## src/rtl/laneDefs.sv

```systemverilog
//////////////////////////////////////////////////
// Shared command codes, register ids and packet
// types of the secondary execute lane.
// Imported by the lane modules and the testbench
//////////////////////////////////////////////////

package laneDefs;

	// Micro-op command, as issued by decode
	typedef enum logic [3:0] {
		NOP   = 4'h0, // No writeback at all
		ALU3  = 4'h1, // Rn = Rs op Rt, op picked by ixt
		MULW3 = 4'h2, // Low word multiply
		IXT   = 4'h3  // Extended ops, sub-op in ixt
	} uCmdT;

	// Sub-op codes, ALU functions and keyring ops
	typedef enum logic [3:0] {
		ADD   = 4'h0,
		SUB   = 4'h1,
		AND   = 4'h2,
		OR    = 4'h3,
		XOR   = 4'h4,
		KRMIX = 4'h5  // Rs ^ rotl(Rt, imm[5:0]), lands in DHR
	} ixtCmdT;

	typedef logic [5:0] regIdT; // GPR id

	localparam regIdT regZzr = 6'd0; // Zero register, writes discarded
	localparam regIdT regDhr = 6'd1; // Keyring destination

	// Issue packet into EX1
	typedef struct packed {
		uCmdT        cmd;
		ixtCmdT      ixt;
		regIdT       regIdRn; // Destination
		logic [63:0] rs;      // Source A value
		logic [63:0] rt;      // Source B value
		logic [32:0] imm;     // Immediate from decode
	} issuePktT;

	// Writeback record toward the register file
	typedef struct packed {
		regIdT       regId;
		logic [63:0] value;
	} wbPktT;

endpackage

```

## src/rtl/laneIf.sv

```systemverilog
//////////////////////////////////////////////////
// Stage to stage link of the execute lane.
// Valid/ready handshake plus one op and its values
//////////////////////////////////////////////////
`timescale 1ns/1ns

interface laneIf
	import laneDefs::*;
();
	logic        valid;   // Op present
	logic        ready;   // Downstream takes it this cycle
	uCmdT        cmd;
	ixtCmdT      ixt;
	regIdT       regIdRn; // Destination id
	logic [63:0] valA;    // Rs value
	logic [63:0] valB;    // Rt value
	logic [32:0] imm;
	logic [63:0] result;  // Result so far
	logic        flushed; // Op killed by a branch flush

	// Upstream stage
	modport src(output valid, cmd, ixt, regIdRn, valA, valB, imm, result, flushed,
		input ready);

	// Downstream stage
	modport snk(input valid, cmd, ixt, regIdRn, valA, valB, imm, result, flushed,
		output ready);

endinterface

```

## src/rtl/stageBuffer.sv

```systemverilog
//////////////////////////////////////////////////
// Small circular FIFO with valid/ready on both
// sides. Payload type set by the instantiating
// module, used on the lane's input and output
//////////////////////////////////////////////////
`timescale 1ns/1ns

module stageBuffer #(
	parameter int  bufDepth = 2,
	parameter type entryT   = logic [63:0]
) (
	input  logic  clock,
	input  logic  rstN,
	input  logic  inValid,
	output logic  inReady,
	input  entryT inData,
	output logic  outValid,
	input  logic  outReady,
	output entryT outData
);
	localparam int ptrW = (bufDepth > 1) ? $clog2(bufDepth) : 1;
	localparam int cntW = $clog2(bufDepth + 1);

	entryT           mem [bufDepth]; // Payload storage
	logic [ptrW-1:0] wrPtr;
	logic [ptrW-1:0] rdPtr;
	logic [cntW-1:0] fillCount;      // Entries held
	logic            isFull;
	logic            push;
	logic            pop;

	// Wrap at bufDepth, depth need not be a power of two
	function automatic logic [ptrW-1:0] nextPtr(input logic [ptrW-1:0] ptr);
		nextPtr = (ptr == ptrW'(bufDepth - 1)) ? '0 : ptr + 1'b1;
	endfunction

	assign isFull   = (fillCount == cntW'(bufDepth));
	assign outValid = (fillCount != '0);
	assign outData  = mem[rdPtr];           // Head entry
	assign inReady  = !isFull || outReady;  // Full but draining still accepts
	assign push     = inValid && inReady;
	assign pop      = outValid && outReady;

	always_ff @(posedge clock) begin
		if (!rstN) begin
			wrPtr     <= '0;
			rdPtr     <= '0;
			fillCount <= '0;
		end else begin
			if (push)
				wrPtr <= nextPtr(wrPtr);
			if (pop)
				rdPtr <= nextPtr(rdPtr);
			case ({push, pop})
				2'b10:   fillCount <= fillCount + 1'b1;
				2'b01:   fillCount <= fillCount - 1'b1;
				default: fillCount <= fillCount; // Idle, or in and out together
			endcase
		end
	end

	always_ff @(posedge clock) begin
		if (push)
			mem[wrPtr] <= inData;
	end

endmodule

```

## src/rtl/exStage1.sv

```systemverilog
//////////////////////////////////////////////////
// EX1 of the secondary lane. Takes issue packets
// from the input buffer and does the ALU3 ops
//////////////////////////////////////////////////
`timescale 1ns/1ns

module exStage1
	import laneDefs::*;
(
	input  logic     clock,
	input  logic     rstN,
	input  logic     braFlush,
	input  logic     inValid,
	output logic     inReady,
	input  issuePktT inPkt,
	laneIf.src       ex12
);
	logic        slotValid;   // Slot holds an op
	logic        slotFlushed;
	issuePktT    slotPkt;
	logic [63:0] slotResult;
	logic [63:0] aluResult;   // ALU output for the incoming op

	// Slot frees up when empty or when EX2 takes it
	assign inReady = !slotValid || ex12.ready;

	always_comb begin
		aluResult = '0; // Non-ALU ops carry zero
		if (inPkt.cmd == ALU3) begin
			case (inPkt.ixt)
				ADD:     aluResult = inPkt.rs + inPkt.rt;
				SUB:     aluResult = inPkt.rs - inPkt.rt;
				AND:     aluResult = inPkt.rs & inPkt.rt;
				OR:      aluResult = inPkt.rs | inPkt.rt;
				XOR:     aluResult = inPkt.rs ^ inPkt.rt;
				default: aluResult = '0;
			endcase
		end
	end

	always_ff @(posedge clock) begin
		if (!rstN) begin
			slotValid   <= 1'b0;
			slotFlushed <= 1'b0;
		end else if (inReady) begin
			slotValid   <= inValid;
			slotFlushed <= 1'b0;       // Buffered ops escape the flush
		end else if (braFlush) begin
			slotFlushed <= 1'b1;       // Stalled op gets killed
		end
	end

	always_ff @(posedge clock) begin
		if (inValid && inReady) begin
			slotPkt    <= inPkt;
			slotResult <= aluResult;
		end
	end

	assign ex12.valid   = slotValid;
	assign ex12.cmd     = slotPkt.cmd;
	assign ex12.ixt     = slotPkt.ixt;
	assign ex12.regIdRn = slotPkt.regIdRn;
	assign ex12.valA    = slotPkt.rs;
	assign ex12.valB    = slotPkt.rt;
	assign ex12.imm     = slotPkt.imm;
	assign ex12.result  = slotResult;
	assign ex12.flushed = slotFlushed;

endmodule

```

## src/rtl/exStage2.sv

```systemverilog
//////////////////////////////////////////////////
// EX2 of the secondary lane. MUL.W low product and
// keyring mix, other results pass through from EX1
//////////////////////////////////////////////////
`timescale 1ns/1ns

module exStage2
	import laneDefs::*;
(
	input  logic clock,
	input  logic rstN,
	input  logic braFlush,
	laneIf.snk   ex12,
	laneIf.src   ex23
);
	logic               slotValid;
	logic               slotFlushed;
	uCmdT               slotCmd;
	ixtCmdT             slotIxt;
	regIdT              slotRegId;
	logic [63:0]        slotValA;
	logic [63:0]        slotValB;
	logic [32:0]        slotImm;
	logic [63:0]        slotResult;
	logic signed [63:0] mulProd;   // Full 32x32 signed product
	logic [127:0]       rotWide;   // Rt doubled then shifted, top half is the rotate
	logic [63:0]        nextResult;

	assign ex12.ready = !slotValid || ex23.ready;

	assign mulProd = $signed(ex12.valA[31:0]) * $signed(ex12.valB[31:0]);
	assign rotWide = {ex12.valB, ex12.valB} << ex12.imm[5:0];

	always_comb begin
		nextResult = ex12.result; // EX1 result by default
		if (ex12.cmd == MULW3)
			nextResult = {{32{mulProd[31]}}, mulProd[31:0]}; // Low word, sign extended
		else if (ex12.cmd == IXT && ex12.ixt == KRMIX)
			nextResult = ex12.valA ^ rotWide[127:64];
	end

	always_ff @(posedge clock) begin
		if (!rstN) begin
			slotValid   <= 1'b0;
			slotFlushed <= 1'b0;
		end else if (ex12.ready) begin
			slotValid   <= ex12.valid;
			slotFlushed <= ex12.flushed || braFlush; // Op was in EX1 during the flush
		end else if (braFlush) begin
			slotFlushed <= 1'b1;
		end
	end

	always_ff @(posedge clock) begin
		if (ex12.valid && ex12.ready) begin
			slotCmd    <= ex12.cmd;
			slotIxt    <= ex12.ixt;
			slotRegId  <= ex12.regIdRn;
			slotValA   <= ex12.valA;
			slotValB   <= ex12.valB;
			slotImm    <= ex12.imm;
			slotResult <= nextResult;
		end
	end

	assign ex23.valid   = slotValid;
	assign ex23.cmd     = slotCmd;
	assign ex23.ixt     = slotIxt;
	assign ex23.regIdRn = slotRegId;
	assign ex23.valA    = slotValA;
	assign ex23.valB    = slotValB;
	assign ex23.imm     = slotImm;
	assign ex23.result  = slotResult;
	assign ex23.flushed = slotFlushed;

endmodule

```

## src/rtl/exStage3.sv

```systemverilog
//////////////////////////////////////////////////
// EX3 of the secondary lane. Picks the final
// destination and value, retires dead records here
//////////////////////////////////////////////////
`timescale 1ns/1ns

module exStage3
	import laneDefs::*;
(
	input  logic  clock,
	input  logic  rstN,
	input  logic  braFlush,
	laneIf.snk    ex23,
	output logic  outValid,
	input  logic  outReady,
	output wbPktT outPkt
);
	logic  slotValid;
	logic  slotFlushed;
	logic  slotNop;     // No writeback for this op
	wbPktT slotPkt;     // Destination already resolved for keyring ops
	regIdT inDest;      // Destination of the incoming op
	logic  drop;        // Slot content is retired without output

	// Forward by default, keyring mix always lands in DHR
	assign inDest = (ex23.cmd == IXT && ex23.ixt == KRMIX) ? regDhr : ex23.regIdRn;

	// Flushed or flushing ops go to the zero register
	assign outPkt.regId = (slotFlushed || braFlush) ? regZzr : slotPkt.regId;
	assign outPkt.value = slotPkt.value;

	assign drop     = slotNop || (outPkt.regId == regZzr);
	assign outValid = slotValid && !drop;

	// Dropped records free the slot on their own
	assign ex23.ready = !slotValid || drop || outReady;

	always_ff @(posedge clock) begin
		if (!rstN) begin
			slotValid   <= 1'b0;
			slotFlushed <= 1'b0;
		end else if (ex23.ready) begin
			slotValid   <= ex23.valid;
			slotFlushed <= ex23.flushed || braFlush;
		end else if (braFlush) begin
			slotFlushed <= 1'b1; // Blocked record is killed
		end
	end

	always_ff @(posedge clock) begin
		if (ex23.valid && ex23.ready) begin
			slotNop       <= (ex23.cmd == NOP);
			slotPkt.regId <= inDest;
			slotPkt.value <= ex23.result;
		end
	end

endmodule

```

## src/rtl/exLaneTop.sv

```systemverilog
//////////////////////////////////////////////////
// Top of the secondary execute lane. Issue ports
// in, writeback records out, flush as a level input
//////////////////////////////////////////////////
`timescale 1ns/1ns

module exLaneTop
	import laneDefs::*;
#(
	parameter int bufDepth = 2
) (
	input  logic        clock,
	input  logic        rstN,
	input  logic        inValid,
	output logic        inReady,
	input  uCmdT        inCmd,
	input  ixtCmdT      inIxt,
	input  regIdT       inRegIdRn,
	input  logic [63:0] inRs,
	input  logic [63:0] inRt,
	input  logic [32:0] inImm,
	input  logic        braFlush,
	output logic        outValid,
	input  logic        outReady,
	output regIdT       outRegId,
	output logic [63:0] outValue
);
	issuePktT issuePkt;  // Issue ports packed
	issuePktT bufPkt;    // Input buffer head
	logic     bufValid;
	logic     bufReady;
	wbPktT    ex3Pkt;    // Record from EX3
	logic     ex3Valid;
	logic     ex3Ready;
	wbPktT    retirePkt; // Output buffer head

	laneIf ex12();
	laneIf ex23();

	assign issuePkt = '{cmd: inCmd, ixt: inIxt, regIdRn: inRegIdRn,
		rs: inRs, rt: inRt, imm: inImm};

	stageBuffer #(.bufDepth(bufDepth), .entryT(issuePktT)) issueBuf (
		.clock(clock), .rstN(rstN),
		.inValid(inValid), .inReady(inReady), .inData(issuePkt),
		.outValid(bufValid), .outReady(bufReady), .outData(bufPkt));

	exStage1 ex1 (.clock(clock), .rstN(rstN), .braFlush(braFlush),
		.inValid(bufValid), .inReady(bufReady), .inPkt(bufPkt), .ex12(ex12));

	exStage2 ex2 (.clock(clock), .rstN(rstN), .braFlush(braFlush),
		.ex12(ex12), .ex23(ex23));

	exStage3 ex3 (.clock(clock), .rstN(rstN), .braFlush(braFlush), .ex23(ex23),
		.outValid(ex3Valid), .outReady(ex3Ready), .outPkt(ex3Pkt));

	stageBuffer #(.bufDepth(bufDepth), .entryT(wbPktT)) retireBuf (
		.clock(clock), .rstN(rstN),
		.inValid(ex3Valid), .inReady(ex3Ready), .inData(ex3Pkt),
		.outValid(outValid), .outReady(outReady), .outData(retirePkt));

	assign outRegId = retirePkt.regId;
	assign outValue = retirePkt.value;

endmodule

```

## config.mk

```make
export PLATFORM = sky130hd
export DESIGN_NAME = exLaneTop
export DESIGN_NICKNAME = d
export VERILOG_FILES = /design/src/rtl/laneDefs.sv /design/src/rtl/laneIf.sv /design/src/rtl/stageBuffer.sv /design/src/rtl/exStage1.sv /design/src/rtl/exStage2.sv /design/src/rtl/exStage3.sv /design/src/rtl/exLaneTop.sv
export SDC_FILE = /design/constraint.sdc
export NUM_CORES = 2
export LEC_CHECK = 0
export ABC_AREA = 1
export BUFFER_PORTS_ARGS = -buffer_cell sky130_fd_sc_hd__buf_4
export CORE_MARGIN = 2
export CORE_UTILIZATION = 35
export DETAILED_ROUTE_END_ITERATION = 10
export PLACE_DENSITY = 0.64
export SLEW_MARGIN = 20
export SYNTH_ARGS = -nofsm -noshare
export SYNTH_HDL_FRONTEND = slang
export SYNTH_SLANG_ARGS = --single-unit
```

## constraint.sdc

```tcl
create_clock -name clock -period 10.2 [get_ports clock]
set_input_delay 2.04 -clock clock [delete_from_list [all_inputs] [get_ports clock]]
set_output_delay 2.04 -clock clock [all_outputs]
set_load 0.01 [all_outputs]
```

==> run summary <==
STATUS
------------------------------------------------------------------------------------
Result of the run                                                       finished clean

PLACE
------------------------------------------------------------------------------------
Total of buffers placed on input and output ports                                224
RePlAce Congestion                                                              1.01
Dpl hpwl                                                                   166000 um

ROUTING
------------------------------------------------------------------------------------
Routed wire length                                                         214000 um
Remaining DRCs                                                                     0
DRT antenna net count                                                              0
Iteration count of the initial detailed-routing pass                               6
Number of DRC markers in iteration 0                                            4866
Post-DR vias/cell                                                               5.19
Detailed-routing wirelength on met1                                         91400 um
Highest layer used for signal routing                                           met5
Wire length per cell after detailed routing                                  22.5 um
Via count of the routed design                                                 49200
Met2 wire length                                                            92300 um
Routed length on met3                                                       16900 um

GLOBAL ROUTE
------------------------------------------------------------------------------------
Via count of the first global-routing pass                                     48700
Total routing usage reported by global routing                                 23.6%
Sum of overflow across all layers after global routing                             0
Pin count of the biggest net entering global routing                             120
Wire length of the first global-routing pass                               314000 um
Number of antenna violations at the first check in global routing                 19

TIMING
------------------------------------------------------------------------------------
Max-slew headroom at the worst pin                                             20.2%
Worst-case clock skew                                                      0.0591 ns
Unrepaired setup endpoints after global routing                                false
Total negative slack                                                            0 ns
Total of endpoints with negative setup slack in the final report                   0
Time the final worst path needs with I/O delays and setup                    8.16 ns
Final-report max-slew violation count                                              0
Final Hold Vio Count                                                               0
Share of the clock period used by the worst path                               80.0%
Transition at the pin with the smallest max-transition slack                 1.19 ns
Max Fclk                                                                     123 MHz

MIN PATH
------------------------------------------------------------------------------------
Worst min-delay path class                                              flop to flop

DIE
------------------------------------------------------------------------------------
Initial Utilization                                                            35.2%
Count of pins on the block boundary                                              252
Core region area                                                         0.176 sq mm
Die width                                                                     425 um
Vertical extent of the die                                                    425 um
Floorplan die area                                                       0.180 sq mm
Number of cell rows                                                              154

WORST SETUP PATH
------------------------------------------------------------------------------------
Worst Path Required                                                         10.76 ns
Crit Path Category                                                      flop to flop
Maximum fanout count along the critical path                                      33
Critical path endpoint category                                                 flop
Startpoint kind of the worst setup timing path                                  flop
Worst path arrival time                                                      8.72 ns

YOSYS
------------------------------------------------------------------------------------
Netlist cell types                                                                61
Syn Inst Count                                                                  6973
Mean Syn Cell Area                                                        8.88 sq um
Share of the synthesized area in the top cell type                             38.7%
Synth Cell Area                                                         0.0619 sq mm
Yosys warning count                                                                0
Post-synth top area cell                                                sky130_fd_sc_hd__edfxtp_1
Top flip-flop cell by instance count after synthesis                    sky130_fd_sc_hd__edfxtp_1
Seq/Total Area, Yosys                                                          39.2%
Largest cells by area after synthesis                                   sky130_fd_sc_hd__edfxtp_1 (39%), sky130_fd_sc_hd__fa_1 (13%), sky130_fd_sc_hd__nand2_1 (9.7%)
Synthesis-stage register bit count                                               813
Proportion of synthesized flip-flops having asynchronous set or reset             0%
Number of enable-type register cells in the synthesized netlist                  797
Post-Syn Nets                                                                   7906

CLOCKING
------------------------------------------------------------------------------------
H-tree Lvls                                                                        3
Buffer depth of the longest clock path                                             3
Cells resized by post-CTS repair                                                   0
Root cell of the clock tree                                             sky130_fd_sc_hd__clkbuf_16
Number of buffers added to fix hold violations after cts                           0
TritonCTS clock tree                                                             yes
Clock Sinks                                                                      813
CTS Buf Count                                                                     91
Insertion delay to the later sink of the worst-skew pair                     0.77 ns
Clock-pin slew on the worst setup and hold paths                             0.06 ns
Post-CTS Setup Inserts                                                             0

FINISH
------------------------------------------------------------------------------------
Signed area change from the synthesized netlist to the final layout            11.7%
Commonest non-fill, non-tap cell in the layout                          sky130_fd_sc_hd__nand2_1
Nets@finish                                                                     8003
Highest-count cells in the layout ignoring fill and taps                sky130_fd_sc_hd__nand2_1 (1606), sky130_fd_sc_hd__inv_1 (1128), sky130_fd_sc_hd__edfxtp_1 (797)
Share of layout cells above drive strength 1                                   11.7%

FLOW RUN
------------------------------------------------------------------------------------
Number of max-cap violations                                                       0

==> flip-flops by register name, indices dropped and copies added (netlist names), 6 cells and up, named ones only <==
signal / flops
ex1.ex12.valB: 64
ex1.ex12.regIdRn: 6
ex1.ex12.valA: 64
ex1.ex12.imm: 6
retireBuf.mem: 140
ex2.ex23.result: 64
ex2.ex23.regIdRn: 6
ex3.slotPkt: 6
ex1.ex12.result: 64
issueBuf.mem: 296
ex3.outPkt: 64
==> cell type report <==
type                    count  area, sq um
diodes                      1         2.50
clock buffers             116         2450
clock inverters            53          692
fillers                 17400       107000
inverters                1158         4360
multi-input cells        4698        32000
flip-flops and latches    813        24300
well taps                2340         2930
repair buffers            308         2400
==> cell usage after synthesis (77+ instances only) <==
library cell                  n
sky130_fd_sc_hd__a21oi_1    227
sky130_fd_sc_hd__clkbuf_1   172
sky130_fd_sc_hd__fa_1       409
sky130_fd_sc_hd__nand3b_1    77
sky130_fd_sc_hd__o21ai_0    286
sky130_fd_sc_hd__o211ai_1   132
sky130_fd_sc_hd__nand2_1   1607
sky130_fd_sc_hd__or2_2      161
sky130_fd_sc_hd__edfxtp_1   797
sky130_fd_sc_hd__nor2_1     415
sky130_fd_sc_hd__inv_1     1132
sky130_fd_sc_hd__nand3_1    518
sky130_fd_sc_hd__ha_1       344
==> path summary, 6_finish.rpt <==
kind                            slack [ns]              from                   to  depth (start not counted)
worst max-delay path                  2.04  ex1.ex12.valB[5]  ex2.ex23.result[56]                         25
worst min register to register        0.40   ex1.ex12.cmd[2]      ex2.ex23.cmd[2]                          0
worst max register to register        2.04  ex1.ex12.valB[5]  ex2.ex23.result[56]                         25
worst min-delay path                  0.40   ex1.ex12.cmd[2]      ex2.ex23.cmd[2]                          0
==> stage by stage <==
stage / hold WS (ns) / instances / setup WS (ns) / cell area [sq um] / util [%]
floorplan: 0.400 / 6973 / 0.373 / 61900 / -
global placement: 0.405 / 9313 / 1.98 / 65900 / 37.5
detailed placement: 0.405 / 9313 / 1.85 / 65900 / 37.5
CTS: 0.402 / 9482 / 1.79 / 69000 / 39.2
global route: 0.411 / 9486 / 1.59 / 69100 / 39.3
finish: 0.397 / 9487 / 2.04 / 69100 / 39.3
==> cells by family (layout without fill, tap and decap cells) <==
group	count (synthesis)	after routing	synth area share (%)
XOR/XNOR	84	84	1.20
multiplexers	71	71	1.29
flip-flops	813	813	39.2
adder cells (fa/ha/maj)	753	753	20.2
AO/OA/AOI/OAI	835	835	7.95
AND/OR/NAND/NOR	2955	2955	21.0
buffers and inverters	1462	1635	9.15
other	0	1	0
==> critical path: stages (launching register included) <==
cell and delay, ns:
sky130_fd_sc_hd__edfxtp_1 0.70, sky130_fd_sc_hd__buf_4 0.43, sky130_fd_sc_hd__nand2_1 0.09, sky130_fd_sc_hd__inv_1 0.09, sky130_fd_sc_hd__fa_1 0.41, sky130_fd_sc_hd__fa_1 0.50, sky130_fd_sc_hd__fa_1 0.52, sky130_fd_sc_hd__inv_1 0.05
sky130_fd_sc_hd__fa_1 0.48, sky130_fd_sc_hd__inv_1 0.06, sky130_fd_sc_hd__fa_1 0.51, sky130_fd_sc_hd__inv_1 0.06, sky130_fd_sc_hd__fa_1 0.53, sky130_fd_sc_hd__inv_1 0.05, sky130_fd_sc_hd__fa_1 0.50, sky130_fd_sc_hd__fa_1 0.44
sky130_fd_sc_hd__ha_1 0.37, sky130_fd_sc_hd__a21oi_1 0.25, sky130_fd_sc_hd__o21ai_0 0.17, sky130_fd_sc_hd__a21oi_1 0.29, sky130_fd_sc_hd__o2111ai_1 0.14, sky130_fd_sc_hd__nor2_1 0.16, sky130_fd_sc_hd__inv_1 0.05, sky130_fd_sc_hd__nand2_1 0.07
sky130_fd_sc_hd__nand3_2 0.63, sky130_fd_sc_hd__nand2_1 0.30
==> layer usage <==
| metal | up-vias | track usage, % |
|---|---|---|
| met5 | - | 0 |
| met1 | 23900 | 32.2 |
| met3 | 457 | 4.00 |
| li1 | 22800 | - |
| met4 | 12 | 12.6 |
| met2 | 2064 | 35.8 |
Power is not shown: default switching activity piles up to over one toggle a cycle in this logic, so the estimate is an artifact.
